$ cat src/blind_pkg.sv
// scalar blinding shared definitions
`default_nettype none

package blind_pkg;

    // --------------------
    // operand sizes
    // --------------------

    // secret scalar, same width as the group order
    localparam int unsigned SCALAR_W = 64;
    // random blinding value
    localparam int unsigned RND_W = 32;
    // one digit through the narrow multiplier
    localparam int unsigned DIGIT_W = 16;
    // scalar + rnd * order always fits here
    localparam int unsigned RESULT_W = 96;

    // --------------------
    // digit counts
    // --------------------

    // four order digits plus one zero guard digit
    localparam int unsigned ORDER_DIG_NUM = 5;
    // two random digits plus one zero guard digit
    localparam int unsigned RND_DIG_NUM = 3;
    // digits of the full schoolbook product
    localparam int unsigned FULL_DIG_NUM = 8;
    // digits actually retired into the result
    localparam int unsigned RES_DIG_NUM = RESULT_W / DIGIT_W;
    // digit index width
    localparam int unsigned IDX_W = 4;
    // three-digit accumulator, enough for one full column
    localparam int unsigned ACC_W = 3 * DIGIT_W;

    // modulus of the group, odd
    localparam logic [SCALAR_W-1:0] GROUP_ORDER = 64'hf3b9_cac2_fc63_2551;

    // --------------------
    // shared structs
    // --------------------

    // request latched on start
    typedef struct packed {
        logic [SCALAR_W-1:0] scalar;
        logic [RND_W-1:0]    rnd;
    } blind_req_t;

    // column and partial product position
    typedef struct packed {
        logic [IDX_W-1:0] product_idx;
        logic [IDX_W-1:0] operand_idx;
    } digit_idx_t;

    // per-cycle commands from the FSM
    typedef struct packed {
        logic clear;
        logic store;
        logic shift;
        logic advance;
    } step_ctrl_t;

endpackage

`default_nettype wire

$ cat src/operand_store.sv
// operand latch and digit select
`timescale 1ns/1ps
`default_nettype none

module operand_store (
    input  wire logic                           clk,
    input  wire logic                           reset_n,
    input  wire logic                           start_i,
    input  wire blind_pkg::blind_req_t          req_i,
    input  wire blind_pkg::digit_idx_t          idx_i,
    output logic [blind_pkg::DIGIT_W-1:0]       order_digit_o,
    output logic [blind_pkg::DIGIT_W-1:0]       rnd_digit_o,
    output logic [blind_pkg::DIGIT_W-1:0]       scalar_digit_o
);

    // zero padded operand copies
    logic [blind_pkg::FULL_DIG_NUM*blind_pkg::DIGIT_W-1:0]  scalar_q;
    logic [blind_pkg::RND_DIG_NUM*blind_pkg::DIGIT_W-1:0]   rnd_q;
    // order constant with its guard digit on top
    logic [blind_pkg::ORDER_DIG_NUM*blind_pkg::DIGIT_W-1:0] order_pad;
    // order digit position for this partial product
    logic [blind_pkg::IDX_W-1:0]                            order_sel;

    // --------------------
    // operand registers
    // --------------------

    always_ff @(posedge clk or negedge reset_n) begin
        if (!reset_n) begin
            scalar_q <= '0;
            rnd_q    <= '0;
        end else if (start_i) begin
            // upper digits read as zero
            scalar_q <= {{(blind_pkg::FULL_DIG_NUM*blind_pkg::DIGIT_W
                           - blind_pkg::SCALAR_W){1'b0}}, req_i.scalar};
            rnd_q    <= {{(blind_pkg::RND_DIG_NUM*blind_pkg::DIGIT_W
                           - blind_pkg::RND_W){1'b0}}, req_i.rnd};
        end
    end

    assign order_pad = {{(blind_pkg::ORDER_DIG_NUM*blind_pkg::DIGIT_W
                          - blind_pkg::SCALAR_W){1'b0}}, blind_pkg::GROUP_ORDER};

    // order digit index is column minus operand
    assign order_sel = idx_i.product_idx - idx_i.operand_idx;

    // --------------------
    // digit muxes
    // --------------------

    always_comb begin
        order_digit_o  = '0;
        rnd_digit_o    = '0;
        scalar_digit_o = '0;
        // out of range positions give a zero digit
        if (order_sel < blind_pkg::IDX_W'(blind_pkg::ORDER_DIG_NUM)) begin
            order_digit_o = order_pad[order_sel*blind_pkg::DIGIT_W +: blind_pkg::DIGIT_W];
        end
        if (idx_i.operand_idx < blind_pkg::IDX_W'(blind_pkg::RND_DIG_NUM)) begin
            rnd_digit_o = rnd_q[idx_i.operand_idx*blind_pkg::DIGIT_W +: blind_pkg::DIGIT_W];
        end
        // scalar digit added at retire time
        if (idx_i.product_idx < blind_pkg::IDX_W'(blind_pkg::FULL_DIG_NUM)) begin
            scalar_digit_o =
                scalar_q[idx_i.product_idx*blind_pkg::DIGIT_W +: blind_pkg::DIGIT_W];
        end
    end

endmodule

`default_nettype wire

$ cat src/digit_counter.sv
// schoolbook digit index counter
`timescale 1ns/1ps
`default_nettype none

module digit_counter (
    input  wire logic                  clk,
    input  wire logic                  reset_n,
    input  wire logic                  clear_i,
    input  wire logic                  advance_i,
    input  wire logic                  step_is_shift_i,
    output blind_pkg::digit_idx_t      idx_o,
    output logic                       operand_last_o,
    output logic                       product_last_o
);

    // current column and partial product
    blind_pkg::digit_idx_t       idx_q;
    // next column index
    logic [blind_pkg::IDX_W-1:0] product_next;
    // first operand that keeps the order digit in range
    logic [blind_pkg::IDX_W-1:0] operand_reload;

    // --------------------
    // next column
    // --------------------

    assign product_next = idx_q.product_idx + blind_pkg::IDX_W'(1);

    always_comb begin
        // low columns start at operand zero
        if (product_next < blind_pkg::IDX_W'(blind_pkg::ORDER_DIG_NUM)) begin
            operand_reload = '0;
        end else begin
            // skip partial products above the order guard digit
            operand_reload = product_next
                             - blind_pkg::IDX_W'(blind_pkg::ORDER_DIG_NUM - 1);
        end
    end

    // --------------------
    // index registers
    // --------------------

    always_ff @(posedge clk or negedge reset_n) begin
        if (!reset_n) begin
            idx_q <= '0;
        end else if (clear_i) begin
            idx_q <= '0;
        end else if (advance_i) begin
            if (step_is_shift_i) begin
                // column retired, open the next one
                idx_q.product_idx <= product_next;
                idx_q.operand_idx <= operand_reload;
            end else begin
                // next partial product in this column
                idx_q.operand_idx <= idx_q.operand_idx + blind_pkg::IDX_W'(1);
            end
        end
    end

    // --------------------
    // bound flags
    // --------------------

    // column ends at the diagonal or at the last random digit
    assign operand_last_o = (idx_q.operand_idx == idx_q.product_idx)
                          || (idx_q.operand_idx
                              == blind_pkg::IDX_W'(blind_pkg::RND_DIG_NUM - 1));

    // last column that lands in the result
    assign product_last_o =
        (idx_q.product_idx == blind_pkg::IDX_W'(blind_pkg::RES_DIG_NUM - 1));

    assign idx_o = idx_q;

endmodule

`default_nettype wire

$ cat src/blind_ctrl.sv
// blinding sequence FSM
`timescale 1ns/1ps
`default_nettype none

module blind_ctrl (
    input  wire logic              clk,
    input  wire logic              reset_n,
    input  wire logic              start_i,
    input  wire logic              operand_last_i,
    input  wire logic              product_last_i,
    output blind_pkg::step_ctrl_t  ctrl_o,
    output logic                   busy_o,
    output logic                   done_o
);

    typedef enum logic [1:0] {
        st_idle,
        st_accum,
        st_shift,
        st_finish
    } state_e;

    state_e state_q;
    state_e state_d;

    // --------------------
    // state register
    // --------------------

    always_ff @(posedge clk or negedge reset_n) begin
        if (!reset_n) begin
            state_q <= st_idle;
        end else begin
            state_q <= state_d;
        end
    end

    // --------------------
    // next state and step commands
    // --------------------

    always_comb begin
        state_d = state_q;
        ctrl_o  = '0;
        case (state_q)
            st_idle: begin
                // accept a request, clear the datapath
                if (start_i) begin
                    ctrl_o.clear = 1'b1;
                    state_d      = st_accum;
                end
            end
            st_accum: begin
                // one partial product per cycle
                ctrl_o.store = 1'b1;
                // hold the index on the last product, the shift moves it
                ctrl_o.advance = !operand_last_i;
                if (operand_last_i) begin
                    state_d = st_shift;
                end
            end
            st_shift: begin
                ctrl_o.shift = 1'b1;
                // counter stays on the final column
                ctrl_o.advance = !product_last_i;
                state_d = product_last_i ? st_finish : st_accum;
            end
            st_finish: begin
                // not busy here, so a new start is taken
                if (start_i) begin
                    ctrl_o.clear = 1'b1;
                    state_d      = st_accum;
                end else begin
                    state_d = st_idle;
                end
            end
            default: begin
                state_d = st_idle;
            end
        endcase
    end

    // busy drops as done rises
    assign busy_o = (state_q == st_accum) || (state_q == st_shift);
    assign done_o = (state_q == st_finish);

endmodule

`default_nettype wire

$ cat src/mac_datapath.sv
// digit multiply accumulate datapath
`timescale 1ns/1ps
`default_nettype none

module mac_datapath (
    input  wire logic                            clk,
    input  wire logic                            reset_n,
    input  wire blind_pkg::step_ctrl_t           ctrl_i,
    input  wire logic [blind_pkg::IDX_W-1:0]     product_idx_i,
    input  wire logic [blind_pkg::DIGIT_W-1:0]   order_digit_i,
    input  wire logic [blind_pkg::DIGIT_W-1:0]   rnd_digit_i,
    input  wire logic [blind_pkg::DIGIT_W-1:0]   scalar_digit_i,
    output logic [blind_pkg::RESULT_W-1:0]       result_o
);

    // one partial product
    logic [2*blind_pkg::DIGIT_W-1:0]                         product;
    // column accumulator and its next value
    logic [blind_pkg::ACC_W-1:0]                             acc_q;
    logic [blind_pkg::ACC_W-1:0]                             acc_sum;
    // carry between retired digits
    logic                                                    carry_q;
    // low accumulator digit + scalar digit + carry
    logic [blind_pkg::DIGIT_W:0]                             digit_sum;
    // retired result digits
    logic [blind_pkg::RES_DIG_NUM-1:0][blind_pkg::DIGIT_W-1:0] result_q;

    // --------------------
    // multiplier and adders
    // --------------------

    // full 32 bit product of two digits
    assign product = {{blind_pkg::DIGIT_W{1'b0}}, order_digit_i}
                   * {{blind_pkg::DIGIT_W{1'b0}}, rnd_digit_i};

    // product fits below the top accumulator digit
    assign acc_sum = acc_q + {{blind_pkg::DIGIT_W{1'b0}}, product};

    // carry chained digit adder
    assign digit_sum = {1'b0, acc_q[blind_pkg::DIGIT_W-1:0]}
                     + {1'b0, scalar_digit_i}
                     + {{blind_pkg::DIGIT_W{1'b0}}, carry_q};

    // --------------------
    // accumulator and carry
    // --------------------

    always_ff @(posedge clk or negedge reset_n) begin
        if (!reset_n) begin
            acc_q   <= '0;
            carry_q <= 1'b0;
        end else if (ctrl_i.clear) begin
            acc_q   <= '0;
            carry_q <= 1'b0;
        end else if (ctrl_i.store) begin
            acc_q <= acc_sum;
        end else if (ctrl_i.shift) begin
            // low digit leaves through the digit adder
            acc_q   <= acc_q >> blind_pkg::DIGIT_W;
            carry_q <= digit_sum[blind_pkg::DIGIT_W];
        end
    end

    // --------------------
    // result digits
    // --------------------

    // kept through clear so the last result stays readable
    always_ff @(posedge clk or negedge reset_n) begin
        if (!reset_n) begin
            result_q <= '0;
        end else if (ctrl_i.shift) begin
            for (int k = 0; k < blind_pkg::RES_DIG_NUM; k++) begin
                if (product_idx_i == blind_pkg::IDX_W'(k)) begin
                    result_q[k] <= digit_sum[blind_pkg::DIGIT_W-1:0];
                end
            end
        end
    end

    assign result_o = result_q;

endmodule

`default_nettype wire

$ cat src/scalar_blinding_top.sv
// scalar blinding unit top
`timescale 1ns/1ps
`default_nettype none

module scalar_blinding_top (
    input  wire logic                          clk,
    input  wire logic                          reset_n,
    input  wire logic                          start_i,
    input  wire blind_pkg::blind_req_t         req_i,
    output logic [blind_pkg::RESULT_W-1:0]     result_o,
    output logic                               busy_o,
    output logic                               done_o
);

    // FSM commands
    blind_pkg::step_ctrl_t         step_ctrl;
    // counter position and bounds
    blind_pkg::digit_idx_t         digit_idx;
    logic                          operand_last;
    logic                          product_last;
    // digits for the current step
    logic [blind_pkg::DIGIT_W-1:0] order_digit;
    logic [blind_pkg::DIGIT_W-1:0] rnd_digit;
    logic [blind_pkg::DIGIT_W-1:0] scalar_digit;

    // --------------------
    // control
    // --------------------

    blind_ctrl i_blind_ctrl (
        .clk            (clk),
        .reset_n        (reset_n),
        .start_i        (start_i),
        .operand_last_i (operand_last),
        .product_last_i (product_last),
        .ctrl_o         (step_ctrl),
        .busy_o         (busy_o),
        .done_o         (done_o)
    );

    digit_counter i_digit_counter (
        .clk             (clk),
        .reset_n         (reset_n),
        .clear_i         (step_ctrl.clear),
        .advance_i       (step_ctrl.advance),
        .step_is_shift_i (step_ctrl.shift),
        .idx_o           (digit_idx),
        .operand_last_o  (operand_last),
        .product_last_o  (product_last)
    );

    // --------------------
    // data
    // --------------------

    // clear pulses exactly on an accepted start
    operand_store i_operand_store (
        .clk            (clk),
        .reset_n        (reset_n),
        .start_i        (step_ctrl.clear),
        .req_i          (req_i),
        .idx_i          (digit_idx),
        .order_digit_o  (order_digit),
        .rnd_digit_o    (rnd_digit),
        .scalar_digit_o (scalar_digit)
    );

    mac_datapath i_mac_datapath (
        .clk            (clk),
        .reset_n        (reset_n),
        .ctrl_i         (step_ctrl),
        .product_idx_i  (digit_idx.product_idx),
        .order_digit_i  (order_digit),
        .rnd_digit_i    (rnd_digit),
        .scalar_digit_i (scalar_digit),
        .result_o       (result_o)
    );

endmodule

`default_nettype wire

$ cat config.mk
export PLATFORM = sky130hd
export DESIGN_NAME = scalar_blinding_top
export DESIGN_NICKNAME = d
export VERILOG_FILES = /design/src/blind_pkg.sv /design/src/operand_store.sv /design/src/digit_counter.sv /design/src/blind_ctrl.sv /design/src/mac_datapath.sv /design/src/scalar_blinding_top.sv
export SDC_FILE = /design/constraint.sdc
export NUM_CORES = 1
export LEC_CHECK = 0
export ABC_CLOCK_PERIOD_IN_PS = 7400
export BUFFER_PORTS_ARGS = -buffer_cell sky130_fd_sc_hd__buf_2
export CORE_UTILIZATION = 25
export DETAILED_ROUTE_END_ITERATION = 10
export PLACE_DENSITY = 0.53
export SYNTH_ARGS = -nofsm -noshare
export SYNTH_HDL_FRONTEND = slang
export SYNTH_SLANG_ARGS = --single-unit
$ cat constraint.sdc
create_clock -name clk -period 7.4 [get_ports clk]
set_clock_uncertainty 0.05 [all_clocks]
set_input_delay 0.37 -clock clk [delete_from_list [all_inputs] [get_ports clk]]
set_output_delay 0.37 -clock clk [all_outputs]
set_load 0.1 [all_outputs]
; ---- Word-level counts from Yosys, hierarchy flattened
; Index checks and enable logic that the tools add are counted.
[word_totals]
regBits = 251
input_bits = 99
elab_cells = 84
out_inout_bits = 98
[op_classes]
add_sub_neg = 7
multipliers = 1
n_reduce_logical = 19
shift = 3
mux = 24
n_lt_le_gt_ge = 4
eq_ne = 13
[op_table]
columns = cell, count
row1 = 2-to-1 mux 48 bit, 3
row2 = indexed part select 128 x 9 -> 16 bit, 1
row3 = indexed part select 80 x 9 -> 16 bit (first input constant), 1
row4 = adder 48 x 32 -> 48 bit, 1
row5 = 2-to-1 mux 16 bit, 3
row6 = indexed part select 48 x 9 -> 16 bit, 1
row7 = multiplier 16 x 16 -> 32 bit, 1
row8 = AND reduction 2 bit, 9
row9 = adder 16 x 16 -> 17 bit, 1
row10 = adder 17 x 1 -> 17 bit, 1
row11 = 2-to-1 mux 8 bit, 2
row12 = equality test 4 x 2 -> 1 bit (second input constant), 3
row13 = 2-to-1 mux 4 bit, 3
row14 = adder 4 x 1 -> 4 bit (second input constant), 2
row15 = equality test 4 x 3 -> 1 bit (second input constant), 2
row16 = < comparator 4 x 3 -> 1 bit (second input constant), 2
row17 = 2-to-1 mux 1 bit, 8
row18 = case mux 2 bit (4 select lines), 1
row19 = 2-to-1 mux 2 bit, 3
row20 = equality test 2 bit (second input constant), 2
row21 = equality test 4 x 1 -> 1 bit (second input constant), 1
row22 = equality test 4 bit, 1
row23 = logical NOT 4 bit, 1
row24 = < comparator 4 x 2 -> 1 bit (second input constant), 1
row25 = other kinds (13), 17

; ---- Logic depth before layout (Yosys ltp)
; Gate-level depths: netlist (run 1).
[depth]
word_depth = 7
ltp_mapped = 35
mapped_depth_nobuf = 32

; ---- Hierarchy
; Synthesis (run 1) repeated with hierarchy kept, for this count alone.
[unflattened]
hier_cells = 2179
hier_area_um2 = 22039.9
[by_module_without_submodules]
columns = mod, seq_area_each_um2, area_each_um2, instances, cells_each
row1 = mac_datapath, 3628.5, 16593.4, 1, 1770
row2 = operand_store, 2402.3, 4635.7, 1, 316
row3 = digit_counter, 200.2, 594.3, 1, 71
row4 = blind_ctrl, 50.0, 216.5, 1, 22

; ---- Worst setup path after synthesis (run 1)
; OpenSTA, ideal clock, no wires.
[synth_timing]
path_type = flip-flop to flip-flop
start = reg i_digit_counter.idx_q, in the netlist i_digit_counter.idx_o[4]
end = reg i_mac_datapath.acc_q[39] in the netlist's numbering
setup_slack_ns = -0.639
required_ns = 7.226
arrival_ns = 7.865
synth_period_minus_slack_ns = 8.039
n_path_buf = 2
setup_ns = 0.124
path_stages_with_launch = 28
path_cell_list = dfrtp_1 > buf_1 > inv_1 > ha_1 > inv_1 > fa_1 > ha_1 > or2_2 > clkbuf_1 > nor2_1 > inv_1 > fa_1 > fa_1 > fa_1 > inv_1 > fa_1 > fa_1 > inv_1 > fa_1 > inv_1 > ha_1 > nand2_1 > o211a_1 > a2111oi_2 > o2111ai_1 > a21oi_2 > a21oi_1 > a211o_1
[synth_between]
elab_chain_len = 7
word_cells_on_any_way = 8
classes_between = 2 x add/sub / 1 x mul / 1 x order compare / 1 x shift / 3 x mux
[synth_rtl]
columns = item, line
row1 = start: declaration, digit_counter.sv:17  ; blind_pkg::digit_idx_t idx_q;
row2 = subtractor 4 bit (*), operand_store.sv:45  ; assign order_sel = idx_i.product_idx - idx_i.operand_idx;
row3 = indexed part select 80 x 9 -> 16 bit / < comparator 4 x 3 -> 1 bit (equally long branches), "operand_store.sv:57, operand_store.sv:56"
row4 = 2-to-1 mux 16 bit (*), operand_store.sv:56  ; if (order_sel < blind_pkg::IDX_W'(blind_pkg::ORDER_DIG_NUM)) begin
row5 = multiplier 16 x 16 -> 32 bit (*), mac_datapath.sv:34  ; * {{blind_pkg::DIGIT_W{1'b0}}, rnd_digit_i};
row6 = adder 48 x 32 -> 48 bit (*), mac_datapath.sv:37  ; assign acc_sum = acc_q + {{blind_pkg::DIGIT_W{1'b0}}, product};
row7 = 2-to-1 mux 48 bit (*), mac_datapath.sv:55  ; end else if (ctrl_i.store) begin
row8 = 2-to-1 mux 48 bit (*), mac_datapath.sv:52  ; end else if (ctrl_i.clear) begin
row9 = end signal: assignment, mac_datapath.sv:56  ; acc_q <= acc_sum;
row10 = end signal: assignment, mac_datapath.sv:59  ; acc_q <= acc_q >> blind_pkg::DIGIT_W;
row11 = end: declaration, mac_datapath.sv:19  ; logic [blind_pkg::ACC_W-1:0] acc_q;
; Every way passes the cells marked *; elsewhere a longest branch is shown, timed or not.
; A chain may end at the register's enable or synchronous reset.

; ---- Worst setup path in the final report (run 1)
[layout_timing]
start = reg i_digit_counter.idx_q, in the netlist i_digit_counter.idx_o[4]
end = reg i_mac_datapath.acc_q[40] in the netlist's numbering
; Same word-level chain as after synthesis.

==> results of run 1 <==
## worst paths after layout
kind                                               from                      endpoint  slack [ns]
min in group asynchronous                       reset_n  i_operand_store.scalar_q[24]        0.38
min                                           req_i[37]   i_operand_store.scalar_q[5]       0.008
max                            i_digit_counter.idx_o[4]      i_mac_datapath.acc_q[40]       -0.13
max in group asynchronous                       reset_n     i_operand_store.rnd_q[25]        5.49
max reg2reg                    i_digit_counter.idx_o[4]      i_mac_datapath.acc_q[40]       -0.13
min reg2reg                i_operand_store.scalar_q[36]  i_operand_store.scalar_q[36]        0.42
## stage by stage
| step | cells | util, % | hold WS (ns) | instance area (um2) | worst slack (ns) |
|---|---|---|---|---|---|
| 6_report | 3901 | 34.2 | 0.00760 | 28000 | -0.129 |
| 5_1_grt | 3901 | 34.2 | 0.00190 | 28000 | -0.332 |
| 2_1_floorplan | 2295 | - | 0.0244 | 20900 | -0.0102 |
| 3_5_place_dp | 3711 | 30.2 | 0.406 | 24800 | -0.529 |
| 3_3_place_gp | 3711 | 30.2 | 0.404 | 24800 | -0.526 |
| 4_1_cts | 3886 | 33.6 | 0.0000587 | 27500 | -0.113 |
## layer usage
metal / vias up / wire length [um]
li1: 8315 / -
met1: 8730 / 30500
met2: 385 / 33100
met3: 105 / 2770
met4: 2 / 1960
met5: - / 11
## worst min-delay path: stages
cell and delay, ns:
buf_2 0.08, nand2_1 0.06, nand2_1 0.06
## layout make-up
class	count	area [um2]
flip-flops and latches	251	6280
clock buffers	44	940
well taps	1070	1340
clock inverters	15	194
repair buffers	572	4230
multi-input cells	1598	13700
inverters	351	1320
fillers	8436	54000
## placed cells by master (no fill, tap or decap), types with 35 or more instances in the layout
master	synthesis	final
ha_1	159	140
dlygate4sd3_1	0	88
buf_4	0	259
a21oi_1	60	41
nor2_1	112	82
o21ai_0	133	117
buf_2	2	195
fa_1	210	192
clkbuf_16	0	35
nand2_1	552	526
dfrtp_1	251	251
inv_1	351	328
## logic make-up (layout without fill, tap and decap cells)
logic type               after synthesis  in the layout  share of synthesized area [%]
AND/OR/NAND/NOR                      805            805                           16.2
buffers and inverters                446            982                           8.13
adder cells (fa/ha/maj)              369            369                           29.9
AO/OA/AOI/OAI                        313            313                           9.27
flip-flops                           251            251                           30.3
multiplexers                          61             61                           4.09
XOR/XNOR                              50             50                           2.11
## sequential cells by signal, indices dropped and copies added, names as in the netlist
| name | count |
|---|---|
| i_blind_ctrl.state_q | 2 |
| i_mac_datapath.acc_q | 48 |
| i_mac_datapath.result_o | 96 |
| i_operand_store.scalar_q | 64 |
| i_mac_datapath.carry_q | 1 |
| i_operand_store.rnd_q | 32 |
| i_digit_counter.idx_o | 8 |
## repair_timing
item,in CTS,in global routing
setup endpoints to repair,33,35
hold endpoints to repair,184,0
gates resized for setup,124,101
setup buffers,30,17
hold buffers,88,0
pin swaps,100,58
gates cloned,1,0
==> flow_summary.yaml, run 1 <==
worst_hold_path:
  holdPathStages: 3
  hp-class: "primary input to register"
sta:
  worst_slew_pin_slew_ns: 1.14
  setup_ws_ns: -0.129
  period_share_pct: 102
  relSlewSlack_pct: 23.7
  period_minus_slack_ns: 7.53
  finalSetupViolations: 11
  setup_tns_ns: -0.674
  rsz0062_at_grt: "yes"
  fmax_ghz: 0.133
  hold_viol: 0
  drv_slew: 0
critical_path:
  required_ns: 7.80
  cp_num_buf_inv: 9
  r2r_cells: 32
  critical_path.slowest_cell: "fa_1"
  path_max_fanout: 8
  startpoint_type: "register"
  crit_arrival_ns: 7.93
  crit_family: "adder cells"
  path_class: "register to register"
  critPathCaptureType: "register"
  cp_num_cells: 32
  crit_top_cell: "fa_1"
  cp_slowest_stage_delay_ns: 0.60
global_route:
  grt-ovfl-total: 0
  grt_pass1_vias: 18100
  grt_use_met1_pct: 21.8
  met2_usage_pct: 27.1
  grt_start_max_net_pins: 155
  met3_usage_pct: 2.01
  grt_use_total_pct: 16.2
  antenna_found_initial: 7
  grt_pass1_wl_mm: 106
  busiest_layer: "met2"
finish:
  area_growth_pct: 35.3
  nets: 3276
  drive_above_1_share_pct: 27.8
  num_antenna_cells: 0
die:
  die_y_um: 290
  rows: 105
  design.core.area_um2: 82000
  io_pins: 197
  start_util_pct: 25.3
  die_x_um: 290
  die-area_um2: 84000
logic_synthesis:
  ys.flop_type: "dfrtp_1"
  ys_seq_elements: 251
  synth_area_per_cell_um2: 9.03
  synth_nets: 2763
  yosys_warnings: 0
  yosys.cell_count.top_type: "nand2_1"
  yosys-top-cells-count: "nand2_1, inv_1, dfrtp_1, fa_1, ha_1"
  syn_inst: 2295
  ys_types: 70
  yosysTopAreaCellShare_pct: 30.3
  synth_edf_count: 0
  async_flop_share_pct: 100
  synthTopCellsByArea: "dfrtp_1, fa_1, nand2_1, ha_1, inv_1"
  yosys.area.top_type: "dfrtp_1"
  synth_area_um2: 20700
  ys_seq_area_share_pct: 30.3
route:
  drc: 0
  post_drt_via_cell_ratio: 4.50
  drt_iter0_markers: 970
  wire_per_inst_um: 17.5
  ant_nets: 0
  first_pass_iters: 5
  dr_total_vias: 17500
  wirelength_mm: 68.3
clock_tree:
  path_clk_slew_ns: 0.06
  clk_path_buf_depth: 3
  cts_buffers: 34
  cts-root-buf: "clkbuf_16"
  clock_sinks: 251
  htree_levels: 2
  cts_tree: "done"
  clock_latency_ns: 0.55
outcome:
  violations: "setup timing"
  status: "finished with violations"
placed_design:
  io_buffers: 196
  place_congestion: 0.924
  dpl.hpwl_mm: 53.4
flow_run:
  maxCapViolCount: 0
Power of run 1 is not shown: default switching activity piles up to over one toggle a cycle in this logic, so the estimate is an artifact.
==> run 2: changes to the inputs <==
--- a/config.mk
+++ b/config.mk
@@ -7,9 +7,11 @@
 export LEC_CHECK = 0
 export ABC_CLOCK_PERIOD_IN_PS = 7400
 export BUFFER_PORTS_ARGS = -buffer_cell sky130_fd_sc_hd__buf_2
+export CELL_PAD_IN_SITES_DETAIL_PLACEMENT = 1
+export CELL_PAD_IN_SITES_GLOBAL_PLACEMENT = 1
 export CORE_UTILIZATION = 25
 export DETAILED_ROUTE_END_ITERATION = 10
-export PLACE_DENSITY = 0.53
+export PLACE_DENSITY = 0.62
 export SYNTH_ARGS = -nofsm -noshare
 export SYNTH_HDL_FRONTEND = slang
 export SYNTH_SLANG_ARGS = --single-unit
==> run 2 against run 1 <==
The run still ends with setup timing left. Cell count rose by 0.26%. Die area did not move. Via count rose by 0.82%. First-iteration DRC count fell by 18%. Fmax fell by 1.5%. Clock-buffer cell count did not move. Hold slack improved by 0.019 ns. Sequential share of layout area barely moved.
==> flow_summary.yaml, run 2 (synthesized netlist as in run 1, its figures left out) <==
global_route:
  grt_use_total_pct: 17.6
  antenna_found_initial: 2
  grt_start_max_net_pins: 159
  grt_pass1_wl_mm: 116
  grt_pass1_vias: 19500
  grt-ovfl-total: 0
clock_tree:
  clock_latency_ns: 0.59
  clock_sinks: 251
  clk_path_buf_depth: 3
  cts-root-buf: "clkbuf_16"
  htree_levels: 1
  path_clk_slew_ns: 0.06
  cts_buffers: 31
  cts_tree: "done"
finish:
  drive_above_1_share_pct: 27.6
  num_antenna_cells: 0
  final_common_cell: "nand2_1"
  largest_register_ff_count: 96
  final_cell_mix: "nand2_1, inv_1, buf_4, dfrtp_1"
  nets: 3288
  fin_cells: 3911
  multi_input_area_um2: 13800
  postLayoutCoreUtil_pct: 34.2
  ff_latch_area_um2: 6280
  area_growth_pct: 35.4
  final.fill_count: 9605
critical_path:
  startpoint_type: "register"
  path_class: "register to register"
  crit_top_cell: "inv_2"
  rr_startpoint: "i_digit_counter.idx_o[4]"
  reg2reg_to: "i_mac_datapath.acc_q[46]"
  required_ns: 7.86
  r2r_cells: 35
  cp_num_buf_inv: 13
  path_max_fanout: 4
  critical_path.slowest_cell: "fa_1"
  r2r_setup_slack_ns: -0.24
  critPathCaptureType: "register"
  crit_arrival_ns: 8.10
  crit_family: "adder cells"
  cp_slowest_stage_delay_ns: 0.56
die:
  die_x_um: 290
  die-area_um2: 84000
  rows: 105
  start_util_pct: 25.3
  die_y_um: 290
  io_pins: 197
  design.core.area_um2: 82000
placed_design:
  dpl.hpwl_mm: 57.8
  dpl.cell_count: 3711
  io_buffers: 196
  place_congestion: 0.903
route:
  dr_total_vias: 17700
  drc: 0
  drt_iter0_markers: 800
  post_drt_via_cell_ratio: 4.52
  ant_nets: 0
  first_pass_iters: 4
  wire_per_inst_um: 18.8
  wirelength_mm: 73.4
outcome:
  violations: "setup timing"
  status: "finished with violations"
worst_hold_path:
  min_from: "req_i[33]"
  min_to: "i_operand_store.scalar_q[1]"
  holdPathStages: 3
  hp-class: "primary input to register"
sta:
  rsz0062_at_grt: "yes"
  period_minus_slack_ns: 7.64
  relSlewSlack_pct: 28.1
  hold_viol: 0
  finalSetupViolations: 23
  worst_slew_pin_slew_ns: 1.08
  period_share_pct: 103
  hold_ws_ns: 0.0268
  fmax_ghz: 0.131
  drv_slew: 0
  setup_ws_ns: -0.245
flow_run:
  maxCapViolCount: 0
-- run 2: cell types whose count changed in the layout (fill, tap and decap cells not counted), moves of 5 or more --
cell           change
nand2_1            +9
nand2_2            -9
dlygate4sd3_1      +8
buf_6              +6
nor2_4             +6
clkbuf_8           +5
-- run 2: how the worst max path moves through the flow --
stage / start / endpoint / cells past startpoint
2_1_floorplan: i_digit_counter.idx_o[4] / i_mac_datapath.acc_q[39] / 31
3_3_place_gp: i_digit_counter.idx_o[4] / i_mac_datapath.acc_q[47] / 31
3_5_place_dp: i_digit_counter.idx_o[4] / i_mac_datapath.acc_q[47] / 31
4_1_cts: i_digit_counter.idx_o[0] / i_mac_datapath.acc_q[47] / 34
5_1_grt: i_digit_counter.idx_o[4] / i_mac_datapath.acc_q[46] / 32
6_report: i_digit_counter.idx_o[4] / i_mac_datapath.acc_q[46] / 35
-- run 2: final cells by class --
cell class	instances	area share, %
multi-input combinational	1599	49.0
sequential	251	22.4
timing repair buffer	586	15.5
tap	1070	4.77
inverter	351	4.71
clock buffer	44	3.23
clock inverter	10	0.312
-- run 2: what timing repair did --
| item | 4_1_cts | 5_1_grt |
|---|---|---|
| gates resized for setup | 159 | 73 |
| endpoints found under the hold margin | 188 | 0 |
| gates cloned | 2 | 1 |
| setup buffers | 38 | 14 |
| hold buffers | 96 | 0 |
| pin swaps | 97 | 51 |
| setup endpoints to repair | 33 | 35 |
-- run 2: stage by stage --
stage                     setup TNS, ns  worst slack, ns  cell area, um2
after detailed placement          -9.35           -0.519           24700
final                             -2.39           -0.245           28000
after CTS                        -0.880           -0.103           27700
after floorplan                 -0.0102          -0.0102           20900
after global routing              -9.38           -0.444           28000
after global placement            -8.55           -0.526           24700
-- run 2: per-layer routing --
metal / wire length [um] / global-route usage (%) / vias up / share of wire, %
met5: 0 / 0 / - / 0
met4: 2120 / 4.39 / 0 / 2.9
met2: 36800 / 30.9 / 297 / 50
met3: 1980 / 1.52 / 110 / 2.7
met1: 32500 / 23.2 / 8942 / 44
li1: - / - / 8331 / -
-- run 2: worst reg2reg max path: cells and delay by family (launching register included) --
kind	cells	cell delay, ns
buf+inv	13	0.90
simple gates	5	0.76
flops	1	0.41
fa+ha+maj	9	3.95
compound gates	8	1.48
Power of run 2 is left out for the same reason.
==> run 3: changes to the inputs <==
--- a/config.mk
+++ b/config.mk
@@ -9,9 +9,10 @@
 export BUFFER_PORTS_ARGS = -buffer_cell sky130_fd_sc_hd__buf_2
 export CELL_PAD_IN_SITES_DETAIL_PLACEMENT = 1
 export CELL_PAD_IN_SITES_GLOBAL_PLACEMENT = 1
+export CORE_MARGIN = 2
 export CORE_UTILIZATION = 25
 export DETAILED_ROUTE_END_ITERATION = 10
-export PLACE_DENSITY = 0.62
+export PLACE_DENSITY_LB_ADDON = 0.1
 export SYNTH_ARGS = -nofsm -noshare
 export SYNTH_HDL_FRONTEND = slang
 export SYNTH_SLANG_ARGS = --single-unit
==> run 3 against run 2 <==
The flow still finishes with violations (setup timing). Via count fell by 0.84%. Register-to-register slack improved by 0.05 ns. Critical path depth fell by 3. Critical path type unchanged.
==> flow_summary.yaml, run 3 (synthesized netlist as in run 1, its figures left out) <==
critical_path:
  path_max_fanout: 8
  reg2reg_to: "i_mac_datapath.acc_q[46]"
  cp_slowest_stage_delay_ns: 0.64
  critical_path.slowest_cell: "fa_2"
  startpoint_type: "register"
  r2r_setup_slack_ns: -0.20
  crit_arrival_ns: 8.01
  crit_top_cell: "fa_1"
  r2r_cells: 32
  rr_startpoint: "i_digit_counter.idx_o[4]"
  required_ns: 7.81
  path_class: "register to register"
  critPathCaptureType: "register"
global_route:
  grt_start_max_net_pins: 153
  antenna_found_initial: 3
  grt_pass1_wl_mm: 121
  grt_pass1_vias: 19700
  grt_use_total_pct: 18.5
  grt-ovfl-total: 0
finish:
  final_cell_mix: "nand2_1, inv_1, buf_4, dfrtp_1"
  nets: 3301
  largest_register_ff_count: 96
  fin_cells: 3927
  drive_above_1_share_pct: 28.9
  area_growth_pct: 37.6
  final_common_cell: "nand2_1"
route:
  drt_iter0_markers: 753
  dr_total_vias: 17500
  wire_per_inst_um: 19.9
  first_pass_iters: 4
  post_drt_via_cell_ratio: 4.46
  ant_nets: 0
  wirelength_mm: 78.2
  drc: 0
clock_tree:
  clk_path_buf_depth: 3
  cts_buffers: 36
  path_clk_slew_ns: 0.05
  clock_latency_ns: 0.57
  clock_sinks: 251
  htree_levels: 2
  cts-root-buf: "clkbuf_16"
  cts_tree: "done"
worst_hold_path:
  min_from: "start_i"
  min_to: "i_blind_ctrl.state_q[0]"
  holdPathStages: 3
  hp-class: "primary input to register"
placed_design:
  dpl_worst_slack_ns: -0.799
  io_buffers: 196
  dpl.hpwl_mm: 62.3
  place_congestion: 0.879
  dpl.cell_count: 3707
sta:
  setup_tns_ns: -2.33
  drv_slew: 0
  rsz0062_at_grt: "yes"
  worst_slew_pin_slew_ns: 1.21
  finalSetupViolations: 22
  period_share_pct: 103
  hold_viol: 0
  relSlewSlack_pct: 19.6
  period_minus_slack_ns: 7.60
  fmax_ghz: 0.132
  setup_ws_ns: -0.197
die:
  die_y_um: 292
  rows: 105
  die-area_um2: 85200
  design.core.area_um2: 82100
  io_pins: 197
  start_util_pct: 25.2
  die_x_um: 292
outcome:
  violations: "setup timing"
  status: "finished with violations"
flow_run:
  maxCapViolCount: 0
[run 3: cell types whose count changed in the layout (fill, tap and decap cells not counted), sizes merged]
cell         previous run  this run
a21boi                  6         5
buf                   490       498
bufinv                  1         2
clkbuf                 44        52
clkinvlp                2         1
diode                   0         2
dlygate4sd3            96        97
inv                   353       351
[run 3: what timing repair did]
action	CTS	global route
setup buffers	34	31
gates resized for setup	156	128
hold endpoints to repair	195	0
pin swaps	81	68
hold buffers	97	0
endpoints found under the setup margin	33	34
cloned	1	0
[run 3: worst max path at each step]
| stage | to | slack [ns] | start | depth (start not counted) |
|---|---|---|---|---|
| after floorplan | i_mac_datapath.acc_q[39] | -0.01 | i_digit_counter.idx_o[4] | 31 |
| after global placement | i_mac_datapath.acc_q[39] | -0.72 | i_digit_counter.idx_o[4] | 28 |
| after detailed placement | i_mac_datapath.acc_q[39] | -0.80 | i_digit_counter.idx_o[4] | 28 |
| after CTS | i_mac_datapath.acc_q[39] | -0.21 | i_digit_counter.idx_o[4] | 32 |
| after global routing | i_mac_datapath.acc_q[39] | -0.47 | i_digit_counter.idx_o[4] | 32 |
| final | i_mac_datapath.acc_q[46] | -0.20 | i_digit_counter.idx_o[4] | 32 |
[run 3: stage by stage]
stage / hold WS, ns / util [%] / instance area [um2]
floorplan: 0.0244 / - / 20900
global placement: 0.404 / 30.1 / 24700
detailed placement: 0.410 / 30.1 / 24700
CTS: 0.149 / 33.8 / 27800
global route: 0.206 / 34.7 / 28500
finish: 0.175 / 34.7 / 28500
[run 3: layout make-up]
cell class | count | area (um2)
tap | 1070 | 1340
antenna | 2 | 5.00
clock inverter | 8 | 154
multi-input combinational | 1598 | 13900
fill | 9402 | 53600
clock buffer | 52 | 1050
sequential | 251 | 6280
timing repair buffer | 595 | 4420
inverter | 351 | 1320
[run 3: layer usage]
| metal | wire (um) | GRT usage [%] |
|---|---|---|
| met1 | 36100 | 25.0 |
| met2 | 38300 | 31.7 |
| met3 | 2270 | 2.46 |
| met4 | 1500 | 3.76 |
| met5 | 0 | 0 |
[run 3: worst max-delay path: cells and delay by family, from the launching register on]
kind                     cells  cell delay, ns
AO/OA/AOI/OAI                8            1.29
adder cells (fa/ha/maj)      9            3.93
AND/OR/NAND/NOR              6            0.95
buffers and inverters        9            0.82
flip-flops                   1            0.41
Power of run 3 is left out for the same reason.
